==> src/include/midi_settings.svh <==
`ifndef MIDI_SETTINGS_SVH
`define MIDI_SETTINGS_SVH

// ==========================================================================
// Serial timing
// ==========================================================================

// 50 MHz board clock over 31250 baud MIDI.
`define MIDI_CLKS_PER_BIT 1600

// ==========================================================================
// Storage and display
// ==========================================================================

`define MIDI_HISTORY_DEPTH 16 // Messages kept, one per page.

// Seven-segment digits across the board, one nibble each.
`define MIDI_HEX_DIGITS 8

`endif

==> src/verilog/displayPkg.sv <==
`default_nettype none

package displayPkg;

  // Active-low segments. Bit 0 is segment a, bit 6 is segment g.
  typedef logic [6:0] segments_t;

  // Eight digits, digit7 leftmost.
  // digit7 shows bits 31:28 of the word, digit0 bits 3:0.
  typedef struct packed {
    segments_t digit7; // Count, high nibble.
    segments_t digit6; // Count, low nibble.
    segments_t digit5; // Status, high nibble.
    segments_t digit4; // Status, low nibble.
    segments_t digit3; // Data1, high nibble.
    segments_t digit2; // Data1, low nibble.
    segments_t digit1; // Data2, high nibble.
    segments_t digit0; // Data2, low nibble.
  } hexDigits_t;

endpackage

`default_nettype wire

==> src/verilog/midiPkg.sv <==
`default_nettype none

package midiPkg;

  // Status view of a byte. Command 3'h0 stands for 0x8, 3'h7 for 0xF.
  typedef struct packed {
    logic       isStatus; // Set on status bytes.
    logic [2:0] command;  // Low three bits of the high nibble.
    logic [3:0] channel;  // Channel, or system sub-code under 0xF.
  } statusView_t;

  // Data view of the same byte.
  typedef struct packed {
    logic       isStatus; // Clear on data bytes.
    logic [6:0] value;    // Note, velocity, program and so on.
  } dataView_t;

  // One received byte, read as status or data by its top bit.
  typedef union packed {
    statusView_t status;
    dataView_t   data;
  } midiByte_t;

  // Byte from the UART with its one-cycle strobe.
  typedef struct packed {
    logic      valid;
    midiByte_t data;
  } byteStrobe_t;

  // Complete message as stored and shown, count in the top byte.
  typedef struct packed {
    logic [7:0] count; // 1 plus the data bytes.
    midiByte_t  status;
    midiByte_t  data1; // Zero when unused.
    midiByte_t  data2; // Zero when unused.
  } midiMessage_t;

  typedef struct packed {
    logic         valid; // One-cycle pulse.
    midiMessage_t msg;
  } messageStrobe_t;

endpackage

`default_nettype wire

==> src/verilog/hexDisplay.sv <==
`timescale 1ns/1ps
`default_nettype none

`include "midi_settings.svh"

module hexDisplay (
  input  midiPkg::midiMessage_t word,
  output displayPkg::hexDigits_t digits
);

  localparam int numDigits = `MIDI_HEX_DIGITS;

  logic [numDigits*4-1:0] wordBits;
  logic [numDigits*7-1:0] segBits; // Digit 0 in the low seven bits.

  // Active-low glyph, bits ordered g down to a.
  function automatic displayPkg::segments_t glyph(logic [3:0] nibble);
    case (nibble)
      4'h0:    return 7'h40;
      4'h1:    return 7'h79;
      4'h2:    return 7'h24;
      4'h3:    return 7'h30;
      4'h4:    return 7'h19;
      4'h5:    return 7'h12;
      4'h6:    return 7'h02;
      4'h7:    return 7'h78;
      4'h8:    return 7'h00;
      4'h9:    return 7'h10;
      4'hA:    return 7'h08;
      4'hB:    return 7'h03; // Lowercase b.
      4'hC:    return 7'h46;
      4'hD:    return 7'h21; // Lowercase d.
      4'hE:    return 7'h06;
      default: return 7'h0E; // F.
    endcase
  endfunction

  assign wordBits = word;

  always_comb begin
    for (int i = 0; i < numDigits; i++) begin
      segBits[i*7 +: 7] = glyph(wordBits[i*4 +: 4]);
    end
  end

  assign digits = segBits;

endmodule

`default_nettype wire

==> src/verilog/messageHistory.sv <==
`timescale 1ns/1ps
`default_nettype none

`include "midi_settings.svh"

module messageHistory (
  input  logic                    CLOCK_50,
  input  logic                    rstN,
  input  midiPkg::messageStrobe_t message,
  input  logic [3:0]              page,     // 0 is the newest message.
  output midiPkg::midiMessage_t   shown
);

  localparam int depth = `MIDI_HISTORY_DEPTH;

  midiPkg::midiMessage_t entries [depth];

  // ==========================================================================
  // Shift store
  // ==========================================================================

  always_ff @(posedge CLOCK_50 or negedge rstN) begin
    if (!rstN) begin
      for (int i = 0; i < depth; i++) begin
        entries[i] <= '0; // Blank pages read as zeros.
      end
    end else if (message.valid) begin
      entries[0] <= message.msg;
      for (int i = 1; i < depth; i++) begin
        entries[i] <= entries[i-1]; // Oldest falls off the end.
      end
    end
  end

  // Page select, no register in the path.
  assign shown = entries[page];

endmodule

`default_nettype wire

==> src/verilog/midiMessageAssembler.sv <==
`timescale 1ns/1ps
`default_nettype none

module midiMessageAssembler (
  input  logic                   CLOCK_50,
  input  logic                   rstN,
  input  midiPkg::byteStrobe_t   rxByte,
  output midiPkg::messageStrobe_t message
);

  midiPkg::midiByte_t    inByte;
  midiPkg::midiByte_t    dataByte;    // Incoming byte through the data view.
  midiPkg::midiByte_t    runStatus;   // Last channel status.
  logic                  runValid;
  logic [1:0]            needCount;   // Data bytes the open message still needs.
  midiPkg::midiMessage_t partial;
  midiPkg::midiByte_t    nextRunStatus;
  logic                  nextRunValid;
  logic [1:0]            nextNeed;
  midiPkg::midiMessage_t nextPartial;
  logic                  emit;
  midiPkg::midiMessage_t emitMsg;
  logic                  msgValid;
  midiPkg::midiMessage_t msgWord;

  // Data bytes that follow a status byte.
  function automatic logic [1:0] dataBytesFor(midiPkg::midiByte_t s);
    case (s.status.command)
      3'h4, 3'h5: return 2'd1; // Program change, channel pressure.
      3'h7:       return 2'd0; // System, handled on its own.
      default:    return 2'd2;
    endcase
  endfunction

  // ==========================================================================
  // Byte decode
  // ==========================================================================

  always_comb begin
    inByte              = rxByte.data;
    dataByte            = '0;
    dataByte.data.value = inByte.data.value;
    nextRunStatus       = runStatus;
    nextRunValid        = runValid;
    nextNeed            = needCount;
    nextPartial         = partial;
    emit                = 1'b0;
    emitMsg             = '0;
    if (rxByte.valid) begin
      if (inByte.status.isStatus) begin
        if (inByte.status.command == 3'h7) begin
          emit           = 1'b1; // System byte stands alone.
          emitMsg.count  = 8'd1;
          emitMsg.status = inByte;
          if (!inByte.status.channel[3]) begin
            nextRunValid = 1'b0; // 0xF0..0xF7 ends running status.
            nextNeed     = 2'd0;
          end
        end else begin
          // Channel status, drops whatever was open.
          nextRunStatus      = inByte;
          nextRunValid       = 1'b1;
          nextNeed           = dataBytesFor(inByte);
          nextPartial        = '0;
          nextPartial.count  = 8'd1;
          nextPartial.status = inByte;
        end
      end else if (needCount != 2'd0) begin
        nextPartial.count = partial.count + 8'd1;
        if (partial.count == 8'd1) nextPartial.data1 = dataByte;
        else                       nextPartial.data2 = dataByte;
        nextNeed = needCount - 2'd1;
        if (needCount == 2'd1) begin
          emit    = 1'b1;
          emitMsg = nextPartial;
        end
      end else if (runValid) begin
        // Running status opens a new message.
        nextPartial        = '0;
        nextPartial.count  = 8'd2;
        nextPartial.status = runStatus;
        nextPartial.data1  = dataByte;
        nextNeed           = dataBytesFor(runStatus) - 2'd1;
        if (dataBytesFor(runStatus) == 2'd1) begin
          emit    = 1'b1;
          emitMsg = nextPartial;
        end
      end
    end
  end

  // ==========================================================================
  // State and output
  // ==========================================================================

  always_ff @(posedge CLOCK_50 or negedge rstN) begin
    if (!rstN) begin
      runStatus <= '0;
      runValid  <= 1'b0;
      needCount <= 2'd0;
      msgValid  <= 1'b0;
    end else begin
      runStatus <= nextRunStatus;
      runValid  <= nextRunValid;
      needCount <= nextNeed;
      msgValid  <= emit; // One cycle after the closing byte.
    end
  end

  always_ff @(posedge CLOCK_50) begin
    partial <= nextPartial;
    if (emit) msgWord <= emitMsg;
  end

  always_comb begin
    message.valid = msgValid;
    message.msg   = msgWord;
  end

endmodule

`default_nettype wire

==> src/verilog/midiUartRx.sv <==
`timescale 1ns/1ps
`default_nettype none

`include "midi_settings.svh"

module midiUartRx (
  input  logic                CLOCK_50,
  input  logic                rstN,
  input  logic                serialIn, // Idle high MIDI line.
  output midiPkg::byteStrobe_t rxByte
);

  localparam int clksPerBit = `MIDI_CLKS_PER_BIT;
  localparam int halfBit    = clksPerBit / 2;
  localparam int timerW     = $clog2(clksPerBit);

  typedef enum logic [1:0] {
    rxIdle,
    rxStart,
    rxData,
    rxStop
  } rxState_t;

  rxState_t          state;
  logic              serSync1; // First synchronizer flop.
  logic              serSync2; // Safe copy of the line.
  logic              serPrev;  // For the falling edge.
  logic [timerW-1:0] bitTimer; // Cycles into the current bit.
  logic [2:0]        bitIndex;
  logic [7:0]        shiftReg;
  logic              byteValid;
  logic              halfDone;
  logic              bitDone;

  assign halfDone = (bitTimer == timerW'(halfBit - 1));
  assign bitDone  = (bitTimer == timerW'(clksPerBit - 1));

  // ==========================================================================
  // Line synchronizer
  // ==========================================================================

  always_ff @(posedge CLOCK_50 or negedge rstN) begin
    if (!rstN) begin
      serSync1 <= 1'b1; // Line idles high.
      serSync2 <= 1'b1;
      serPrev  <= 1'b1;
    end else begin
      serSync1 <= serialIn;
      serSync2 <= serSync1;
      serPrev  <= serSync2;
    end
  end

  // ==========================================================================
  // Frame FSM
  // ==========================================================================

  always_ff @(posedge CLOCK_50 or negedge rstN) begin
    if (!rstN) begin
      state     <= rxIdle;
      bitTimer  <= '0;
      bitIndex  <= '0;
      byteValid <= 1'b0;
    end else begin
      byteValid <= 1'b0; // Strobe lasts one cycle.
      case (state)
        rxIdle: begin
          bitTimer <= '0;
          bitIndex <= '0;
          if (serPrev && !serSync2) state <= rxStart; // Start edge.
        end
        rxStart: begin
          if (halfDone) begin
            bitTimer <= '0;
            state    <= serSync2 ? rxIdle : rxData; // Glitch goes back to idle.
          end else begin
            bitTimer <= bitTimer + 1'b1;
          end
        end
        rxData: begin
          if (bitDone) begin
            bitTimer <= '0;
            bitIndex <= bitIndex + 3'd1;
            if (bitIndex == 3'd7) state <= rxStop;
          end else begin
            bitTimer <= bitTimer + 1'b1;
          end
        end
        rxStop: begin
          if (bitDone) begin
            byteValid <= serSync2; // Low stop bit drops the byte.
            state     <= rxIdle;
          end else begin
            bitTimer <= bitTimer + 1'b1;
          end
        end
        default: state <= rxIdle;
      endcase
    end
  end

  // LSB first, so shift in from the top.
  always_ff @(posedge CLOCK_50) begin
    if (state == rxData && bitDone) shiftReg <= {serSync2, shiftReg[7:1]};
  end

  always_comb begin
    rxByte.valid = byteValid;
    rxByte.data  = shiftReg; // Held steady through the stop bit.
  end

endmodule

`default_nettype wire

==> src/verilog/midiVisualizer.sv <==
`timescale 1ns/1ps
`default_nettype none

module midiVisualizer (
  input  logic                   CLOCK_50,
  input  logic                   rstN,
  input  logic                   serialIn,
  input  logic [3:0]             page,   // Board switches.
  output displayPkg::hexDigits_t digits
);

  midiPkg::byteStrobe_t    rxByte;  // Stage 1 to 2.
  midiPkg::messageStrobe_t message; // Stage 2 to 3.
  midiPkg::midiMessage_t   shown;   // Stage 3 to 4.

  // ==========================================================================
  // Pipeline
  // ==========================================================================

  midiUartRx uartRx_i (
    .CLOCK_50,
    .rstN,
    .serialIn,
    .rxByte
  );

  midiMessageAssembler assembler_i (
    .CLOCK_50,
    .rstN,
    .rxByte,
    .message
  );

  messageHistory history_i (
    .CLOCK_50,
    .rstN,
    .message,
    .page,
    .shown
  );

  // Pure decode, so page changes show at once.
  hexDisplay display_i (
    .word(shown),
    .digits
  );

endmodule

`default_nettype wire
==> config.mk <==
export PLATFORM = sky130hd
export DESIGN_NAME = midiVisualizer
export DESIGN_NICKNAME = d
export VERILOG_FILES = /design/src/verilog/displayPkg.sv /design/src/verilog/midiPkg.sv /design/src/verilog/hexDisplay.sv /design/src/verilog/messageHistory.sv /design/src/verilog/midiMessageAssembler.sv /design/src/verilog/midiUartRx.sv /design/src/verilog/midiVisualizer.sv
export VERILOG_INCLUDE_DIRS = /design/src /design/src/include
export SDC_FILE = /design/constraint.sdc
export NUM_CORES = 1
export LEC_CHECK = 0
export BUFFER_PORTS_ARGS = -buffer_cell sky130_fd_sc_hd__buf_2
export CORE_ASPECT_RATIO = 1.5
export CORE_MARGIN = 10
export CORE_UTILIZATION = 57
export DETAILED_ROUTE_END_ITERATION = 8
export GPL_TIMING_DRIVEN = 0
export PLACE_DENSITY = 0.74
export SLEW_MARGIN = 5
export SYNTH_ARGS = -nofsm -noshare
export SYNTH_HDL_FRONTEND = slang
export SYNTH_SLANG_ARGS = --single-unit
==> constraint.sdc <==
create_clock -name CLOCK_50 -period 4.55 [get_ports CLOCK_50]
set_input_delay 1.1375 -clock CLOCK_50 [delete_from_list [all_inputs] [get_ports CLOCK_50]]
set_output_delay 1.1375 -clock CLOCK_50 [all_outputs]
set_load 0.03 [all_outputs]
==> results.py, run 1 <==
metrics = {
    "run_status": {
        "status": "finished with violations",
        "violations": "negative setup slack",
    },
    "routing": {
        "wirelength_um": 77900,
        "wl_met2_um": 42300,
        "detail-route-antenna-nets": 0,
        "dr.pass1.iters": 5,
        "m1WireLength_um": 29300,
        "drc_errors": 0,
        "avgRoutedWirePerCell_um": 26.6,
        "vias": 18400,
        "top_layer": "met4",
        "vias_per_cell": 6.28,
        "drtIter0Drc": 1114,
        "met3_length_um": 3070,
    },
    "setup_path": {
        "worstSetupPathType": "in -> out",
        "crit_path_start": "page[0]",
        "worstPathRequired_ns": 3.41,
        "max_stage_delay_ns": 0.52,
        "cp_slowest_cell": "mux4_2",
        "regToRegStartpoint": "uartRx_i.shiftReg[6]",
        "r2r_slack_ns": 1.95,
        "crit_top_cell": "buf_12",
        "worstPathCellList": "buf_8 -> buf_12 -> buf_12 -> buf_6 -> buf_12 -> mux4_2 -> a22oi_2 -> nand2_2 -> buf_8 -> nor3b_1 -> a211oi_4 -> buf_6",
        "path_max_fanout": 7,
        "worstSetupStartpointType": "input port",
        "critPathTopFamily": "buffers and inverters",
        "critPathArrivalTime_ns": 3.66,
        "critical_path_buf_inv_count": 7,
        "endpoint_kind": "output port",
    },
    "clocking": {
        "root_buffer": "clkbuf_16",
        "clk_pin_slew_ns": 0.06,
        "insertion_delay_ns": 0.60,
        "tritoncts": "built",
        "clock_sinks": 616,
        "clk_path_buf_depth": 3,
        "ctsHoldBuffers": 0,
        "cts_buffers": 57,
        "cts.htree.levels": 2,
    },
    "logic_synthesis": {
        "ys_seq_elements": 616,
        "synth-main-ff-cell": "dfrtp_1",
        "ys_warn_count": 0,
        "synth_edf_count": 72,
        "syn_nets": 2012,
        "synth.avg_cell_area_um2": 14.8,
        "async_reset_ff_share_pct": 88.3,
        "synth_cell_types": 57,
        "netlist_area_um2": 29100,
        "synthCells": 1959,
        "yosysSeqAreaShare_pct": 54.2,
    },
    "sta": {
        "setup_ws_ns": -0.251,
        "relSlewSlack_pct": 23.3,
        "skew_ns": 0.0123,
        "setup_violations": 54,
        "max_slew.worst_pin.slew_ns": 1.15,
        "hold_ws_ns": 0.361,
        "max_freq_ghz": 0.208,
        "tns_ns": -6.22,
        "fin_crit_ns": 4.80,
        "finalHoldViolCount": 0,
        "finalCritPeriodShare_pct": 106,
        "rsz0062_at_grt": "true",
        "slew_viol_final": 0,
    },
    "cells_and_area": {
        "seqCellArea_um2": 15800,
        "final_common_cell": "dfrtp_1",
        "antennaDiodeCount": 0,
        "fill_cells": 3112,
        "area_delta_synth_final_pct": 23.5,
        "final_cell_mix": "541 x dfrtp_1, 529 x mux2_2, 130 x mux4_2, 86 x clkbuf_1",
        "utilization_pct": 71.1,
        "final_cells": 2930,
        "finalNetCount": 2265,
        "multiInputGateArea_um2": 14000,
        "final_layout_size_suffix_gt1_share_pct": 54.7,
    },
    "floorplan": {
        "num_io_pins": 63,
        "core_um2": 50500,
        "dieArea_um2": 60700,
        "dieHeight_um": 297,
        "initial_core_util_pct": 57.5,
        "die_w_um": 204,
        "rows": 101,
    },
    "placement": {
        "io_buffers": 62,
        "dp_cells": 2695,
        "place.gp.congestion": 0.849,
        "dpl.hpwl_um": 49800,
    },
    "power": {
        "power_mw": 11.0,
        "ir_drop_v": 0.000354,
        "p_leak_nw": 16.1,
        "power.density_nw_per_um2": 305,
    },
    "min_path": {
        "hold_start": "uartRx_i.serSync1",
        "worstHoldPathType": "reg -> reg",
    },
    "global_route": {
        "grt_pass1_vias": 18900,
        "grt_pass1_wl_um": 113000,
        "antenna_found_initial": 1,
        "grt_max_degree": 119,
        "grt-ovfl-total": 0,
        "grtUsageTotal_pct": 24.2,
    },
    "run": {
        "maxCapViolCount": 0,
    },
}
## registers in the layout, indices dropped and copies added, names as in the netlist, named ones only
name,flops
assembler_i.partial,32
uartRx_i.serPrev,1
uartRx_i.bitTimer,11
uartRx_i.byteValid,1
uartRx_i.shiftReg,8
assembler_i.runStatus,8
uartRx_i.bitIndex,3
uartRx_i.state,1
assembler_i.needCount,2
assembler_i.message,32
assembler_i.runValid,1
history_i.entries,512
assembler_i.msgValid,1
uartRx_i.serSync2,1
uartRx_i.serSync1,1
## kinds of logic after synthesis
kind of cell	after synthesis	share of synthesized area, %
xor gates and xnor gates	19	0.572
adders and majority gates	46	1.98
muxes	718	32.6
DFF	616	54.2
and+or+nand+nor	214	3.60
AOI/OAI and AO/OA	169	4.34
buffers and inverters	177	2.67
## stage by stage
| stage | cell area [um^2] | setup WS, ns |
|---|---|---|
| after floorplan | 29300 | -0.0283 |
| after global placement | 30500 | -8.22 |
| after detailed placement | 30600 | -1.30 |
| after CTS | 34500 | -0.199 |
| after global routing | 35900 | -0.250 |
| final | 35900 | -0.251 |
## cell type report
| cell class | instances | share of cell area [%] |
|---|---|---|
| timing repair buffer | 195 | 5.87 |
| inverter | 47 | 0.588 |
| clock inverter | 18 | 0.442 |
| multi-input combinational | 1166 | 39.0 |
| tap | 669 | 2.33 |
| buffer | 129 | 2.99 |
| clock buffer | 90 | 4.88 |
| sequential | 616 | 43.9 |
## final timing paths
check                                                to  cells past startpoint
worst max-delay path                         digits[35]                     12
worst min-delay path                  uartRx_i.serSync2                      0
worst max register to register  assembler_i.message[14]                      4
worst min register to register        uartRx_i.serSync2                      0
max in group asynchronous         history_i.entries[16]                      3
min in group asynchronous        history_i.entries[103]                      1
## routing by layer
| metal | track usage, % | vias to the layer above |
|---|---|---|
| li1 | - | 7847 |
| met1 | 28.4 | 9895 |
| met2 | 44.8 | 512 |
| met3 | 2.71 | 159 |
| met4 | 8.53 | 0 |
| met5 | 0 | - |
## cell usage after synthesis, types with 5 or more instances
| master | n | share of area, % |
|---|---|---|
| mux2i_1 | 54 | 1.9 |
| o22ai_1 | 17 | 0.37 |
| a21oi_1 | 11 | 0.19 |
| mux4_2 | 130 | 10 |
| edfxtp_1 | 72 | 7.4 |
| nand2_1 | 60 | 0.77 |
| and2_1 | 6 | 0.13 |
| nor3b_1 | 21 | 0.54 |
| mux2_2 | 534 | 21 |
| buf_4 | 6 | 0.15 |
| inv_1 | 47 | 0.61 |
| nor2b_1 | 17 | 0.37 |
| clkbuf_1 | 88 | 1.1 |
| xor2_1 | 9 | 0.27 |
| buf_1 | 5 | 0.065 |
| o2bb2ai_1 | 13 | 0.39 |
| a22o_1 | 12 | 0.36 |
| a211oi_1 | 8 | 0.21 |
| buf_2 | 22 | 0.38 |
| nor2_1 | 58 | 0.75 |
| buf_6 | 8 | 0.31 |
| or2_1 | 6 | 0.13 |
| o21ai_0 | 11 | 0.19 |
| a22oi_1 | 62 | 1.6 |
| ha_1 | 46 | 2.0 |
| and3_1 | 7 | 0.15 |
| dfrtp_1 | 541 | 47 |
| xnor2_1 | 10 | 0.30 |
| nand3_1 | 21 | 0.36 |
| a32o_1 | 6 | 0.21 |
## timing repair
item / 4_1_cts / 5_1_grt
endpoints found under the setup margin: 56 / 56
buffers inserted: 61 / 59
pin swaps: 37 / 79
resized for setup: 359 / 203
cloned: 6 / 6
## power breakdown
group	switching, mW	leakage [nW]	total (mW)	internal (mW)
logic	0.307	7.03	0.494	0.186
clock network	2.11	0.936	4.87	2.76
registers	0.0290	8.14	5.61	5.58
(Power assumes the default switching activity.)
==> inputs of run 2 (changes only) <==
--- a/config.mk
+++ b/config.mk
@@ -7,7 +7,7 @@
 export NUM_CORES = 1
 export LEC_CHECK = 0
 export BUFFER_PORTS_ARGS = -buffer_cell sky130_fd_sc_hd__buf_2
-export CORE_ASPECT_RATIO = 1.5
+export CORE_ASPECT_RATIO = 0.75
 export CORE_MARGIN = 10
 export CORE_UTILIZATION = 57
 export DETAILED_ROUTE_END_ITERATION = 8
==> run 2 against run 1 <==
Compared with the run above:
- utilization is 0.15 points higher
- highest routed layer unchanged
- the flow still finishes with violations (negative setup slack)
- largest power group unchanged
- worst setup slack better by 0.084 ns
- clock power increased by 4%
- clock-buffer cell count decreased by 6
==> results.py, run 2 (same netlist as run 1, synthesis figures left out) <==
metrics = {
    "clocking": {
        "clk_pin_slew_ns": 0.06,
        "ctsHoldBuffers": 0,
        "cts.htree.levels": 2,
        "root_buffer": "clkbuf_16",
        "tritoncts": "built",
        "cts_buffers": 58,
        "clock_sinks": 616,
        "clk_path_buf_depth": 3,
        "insertion_delay_ns": 0.62,
    },
    "sta": {
        "rsz0062_at_grt": "true",
        "finalHoldViolCount": 0,
        "slew_viol_final": 0,
        "fin_crit_ns": 4.72,
        "finalCritPeriodShare_pct": 104,
        "hold_ws_ns": 0.361,
        "max_slew.worst_pin.slew_ns": 1.27,
        "setup_ws_ns": -0.167,
        "tns_ns": -3.20,
        "max_freq_ghz": 0.212,
        "skew_ns": 0.0112,
        "setup_violations": 45,
        "relSlewSlack_pct": 15.4,
    },
    "power": {
        "combPwrFrac_pct": 4.5,
        "power.density_nw_per_um2": 312,
        "switchingPower_mw": 2.49,
        "swShare_pct": 22.3,
        "p_leak_nw": 16.1,
        "p_seq_share_pct": 50.2,
        "clkPwrFrac_pct": 45.3,
        "power.internal_mw": 8.69,
        "ir_drop_v": 0.000283,
    },
    "cells_and_area": {
        "utilization_pct": 71.2,
        "final_cell_mix": "541 x dfrtp_1, 525 x mux2_2, 130 x mux4_2, 82 x buf_4",
        "fill_cells": 3101,
        "final_layout_size_suffix_gt1_share_pct": 54.4,
        "antennaDiodeCount": 0,
        "area_delta_synth_final_pct": 23.1,
        "final_common_cell": "dfrtp_1",
        "seqCellArea_um2": 15800,
        "multiInputGateArea_um2": 14000,
        "top_register": "history_i.entries",
        "finalNetCount": 2250,
        "stdcell_area_um2": 35800,
        "largest_reg_flops": 512,
    },
    "routing": {
        "avgRoutedWirePerCell_um": 26.5,
        "vias_per_cell": 6.34,
        "m1WireLength_um": 33700,
        "met3_length_um": 4930,
        "drc_errors": 0,
        "top_layer": "met4",
        "wl_met2_um": 36300,
        "dr.pass1.iters": 6,
        "vias": 18400,
        "wirelength_um": 77000,
        "detail-route-antenna-nets": 0,
        "drtIter0Drc": 1598,
    },
    "setup_path": {
        "regToRegStartpoint": "uartRx_i.shiftReg[6]",
        "reg2reg_to": "assembler_i.message[1]",
        "rr_worst_depth": 4,
        "worstSetupPathType": "in -> out",
        "worstPathRequired_ns": 3.41,
        "endpoint_kind": "output port",
        "r2r_slack_ns": 1.82,
        "path_max_fanout": 10,
        "critPathArrivalTime_ns": 3.58,
        "worstSetupStartpointType": "input port",
    },
    "global_route": {
        "grt_pass1_vias": 18900,
        "grt_max_degree": 123,
        "grtUsageTotal_pct": 24.7,
        "grt_pass1_wl_um": 115000,
        "grt-ovfl-total": 0,
        "antenna_found_initial": 0,
    },
    "min_path": {
        "hold_start": "uartRx_i.serSync1",
        "min_path_cells": 0,
        "whs_endpoint": "uartRx_i.serSync2",
        "worstHoldPathType": "reg -> reg",
    },
    "placement": {
        "place_area_um2": 30600,
        "io_buffers": 62,
        "place.gp.congestion": 0.843,
        "dpl.hpwl_um": 49100,
        "place_ws_ns": -1.40,
    },
    "floorplan": {
        "rows": 71,
        "die_w_um": 281,
        "dieArea_um2": 60600,
        "core_um2": 50300,
        "initial_core_util_pct": 57.9,
        "dieHeight_um": 216,
        "num_io_pins": 63,
    },
    "run_status": {
        "violations": "negative setup slack",
        "status": "finished with violations",
    },
    "run": {
        "maxCapViolCount": 0,
    },
}
[run 2: how the worst max path moves through the flow]
stage                       start               endpoint  slack, ns
after floorplan           page[0]              digits[3]      -0.03
after global placement       rstN  history_i.entries[16]      -8.37
after detailed placement  page[1]             digits[17]      -1.40
after CTS                 page[0]             digits[14]      -0.20
after global routing      page[0]             digits[24]      -0.22
final                     page[0]             digits[47]      -0.17
[run 2: per-layer routing]
layer	vias up	GRT usage [%]
met5	-	0
met4	0	8.07
met3	138	4.36
met2	571	37.7
met1	9826	35.4
li1	7856	-
[run 2: timing repair]
item	4_1_cts	5_1_grt
pin swaps	47	53
setup buffers	64	40
setup endpoints to repair	56	56
resized for setup	372	185
cloned	5	3
endpoints found under the hold margin	0	0
[run 2: final cells by class]
class,instances,area share [%]
Tap cell,657,2.30
Multi-Input combinational cell,1166,39.1
Clock inverter,24,0.646
Buffer,128,2.78
Clock buffer,84,4.93
Sequential cell,616,44.1
Inverter,47,0.653
Timing Repair Buffer,180,5.58
[run 2: power groups by stage]
stage	combinational (mW)	sequential, mW	clock [mW]
2_1_floorplan	0.187	5.70	0
3_3_place_gp	0.367	5.71	0
3_5_place_dp	0.390	5.71	0
4_1_cts	0.472	5.61	5.12
5_1_grt	0.542	5.61	5.37
6_report	0.504	5.61	5.07
[run 2: critical path, cell delays in order]
cell and delay [ns]:
buf_12 0.12, buf_8 0.22, mux4_2 0.55, a22oi_2 0.40, nand2_2 0.15, buf_2 0.26
or2_1 0.30, o2bb2ai_1 0.20, buf_2 0.23
[run 2: stage by stage]
stage | instances | power [mW]
global route | 2902 | 11.5
CTS | 2860 | 11.2
finish | 2902 | 11.2
global placement | 2678 | 6.08
floorplan | 1959 | 5.89
detailed placement | 2684 | 6.10
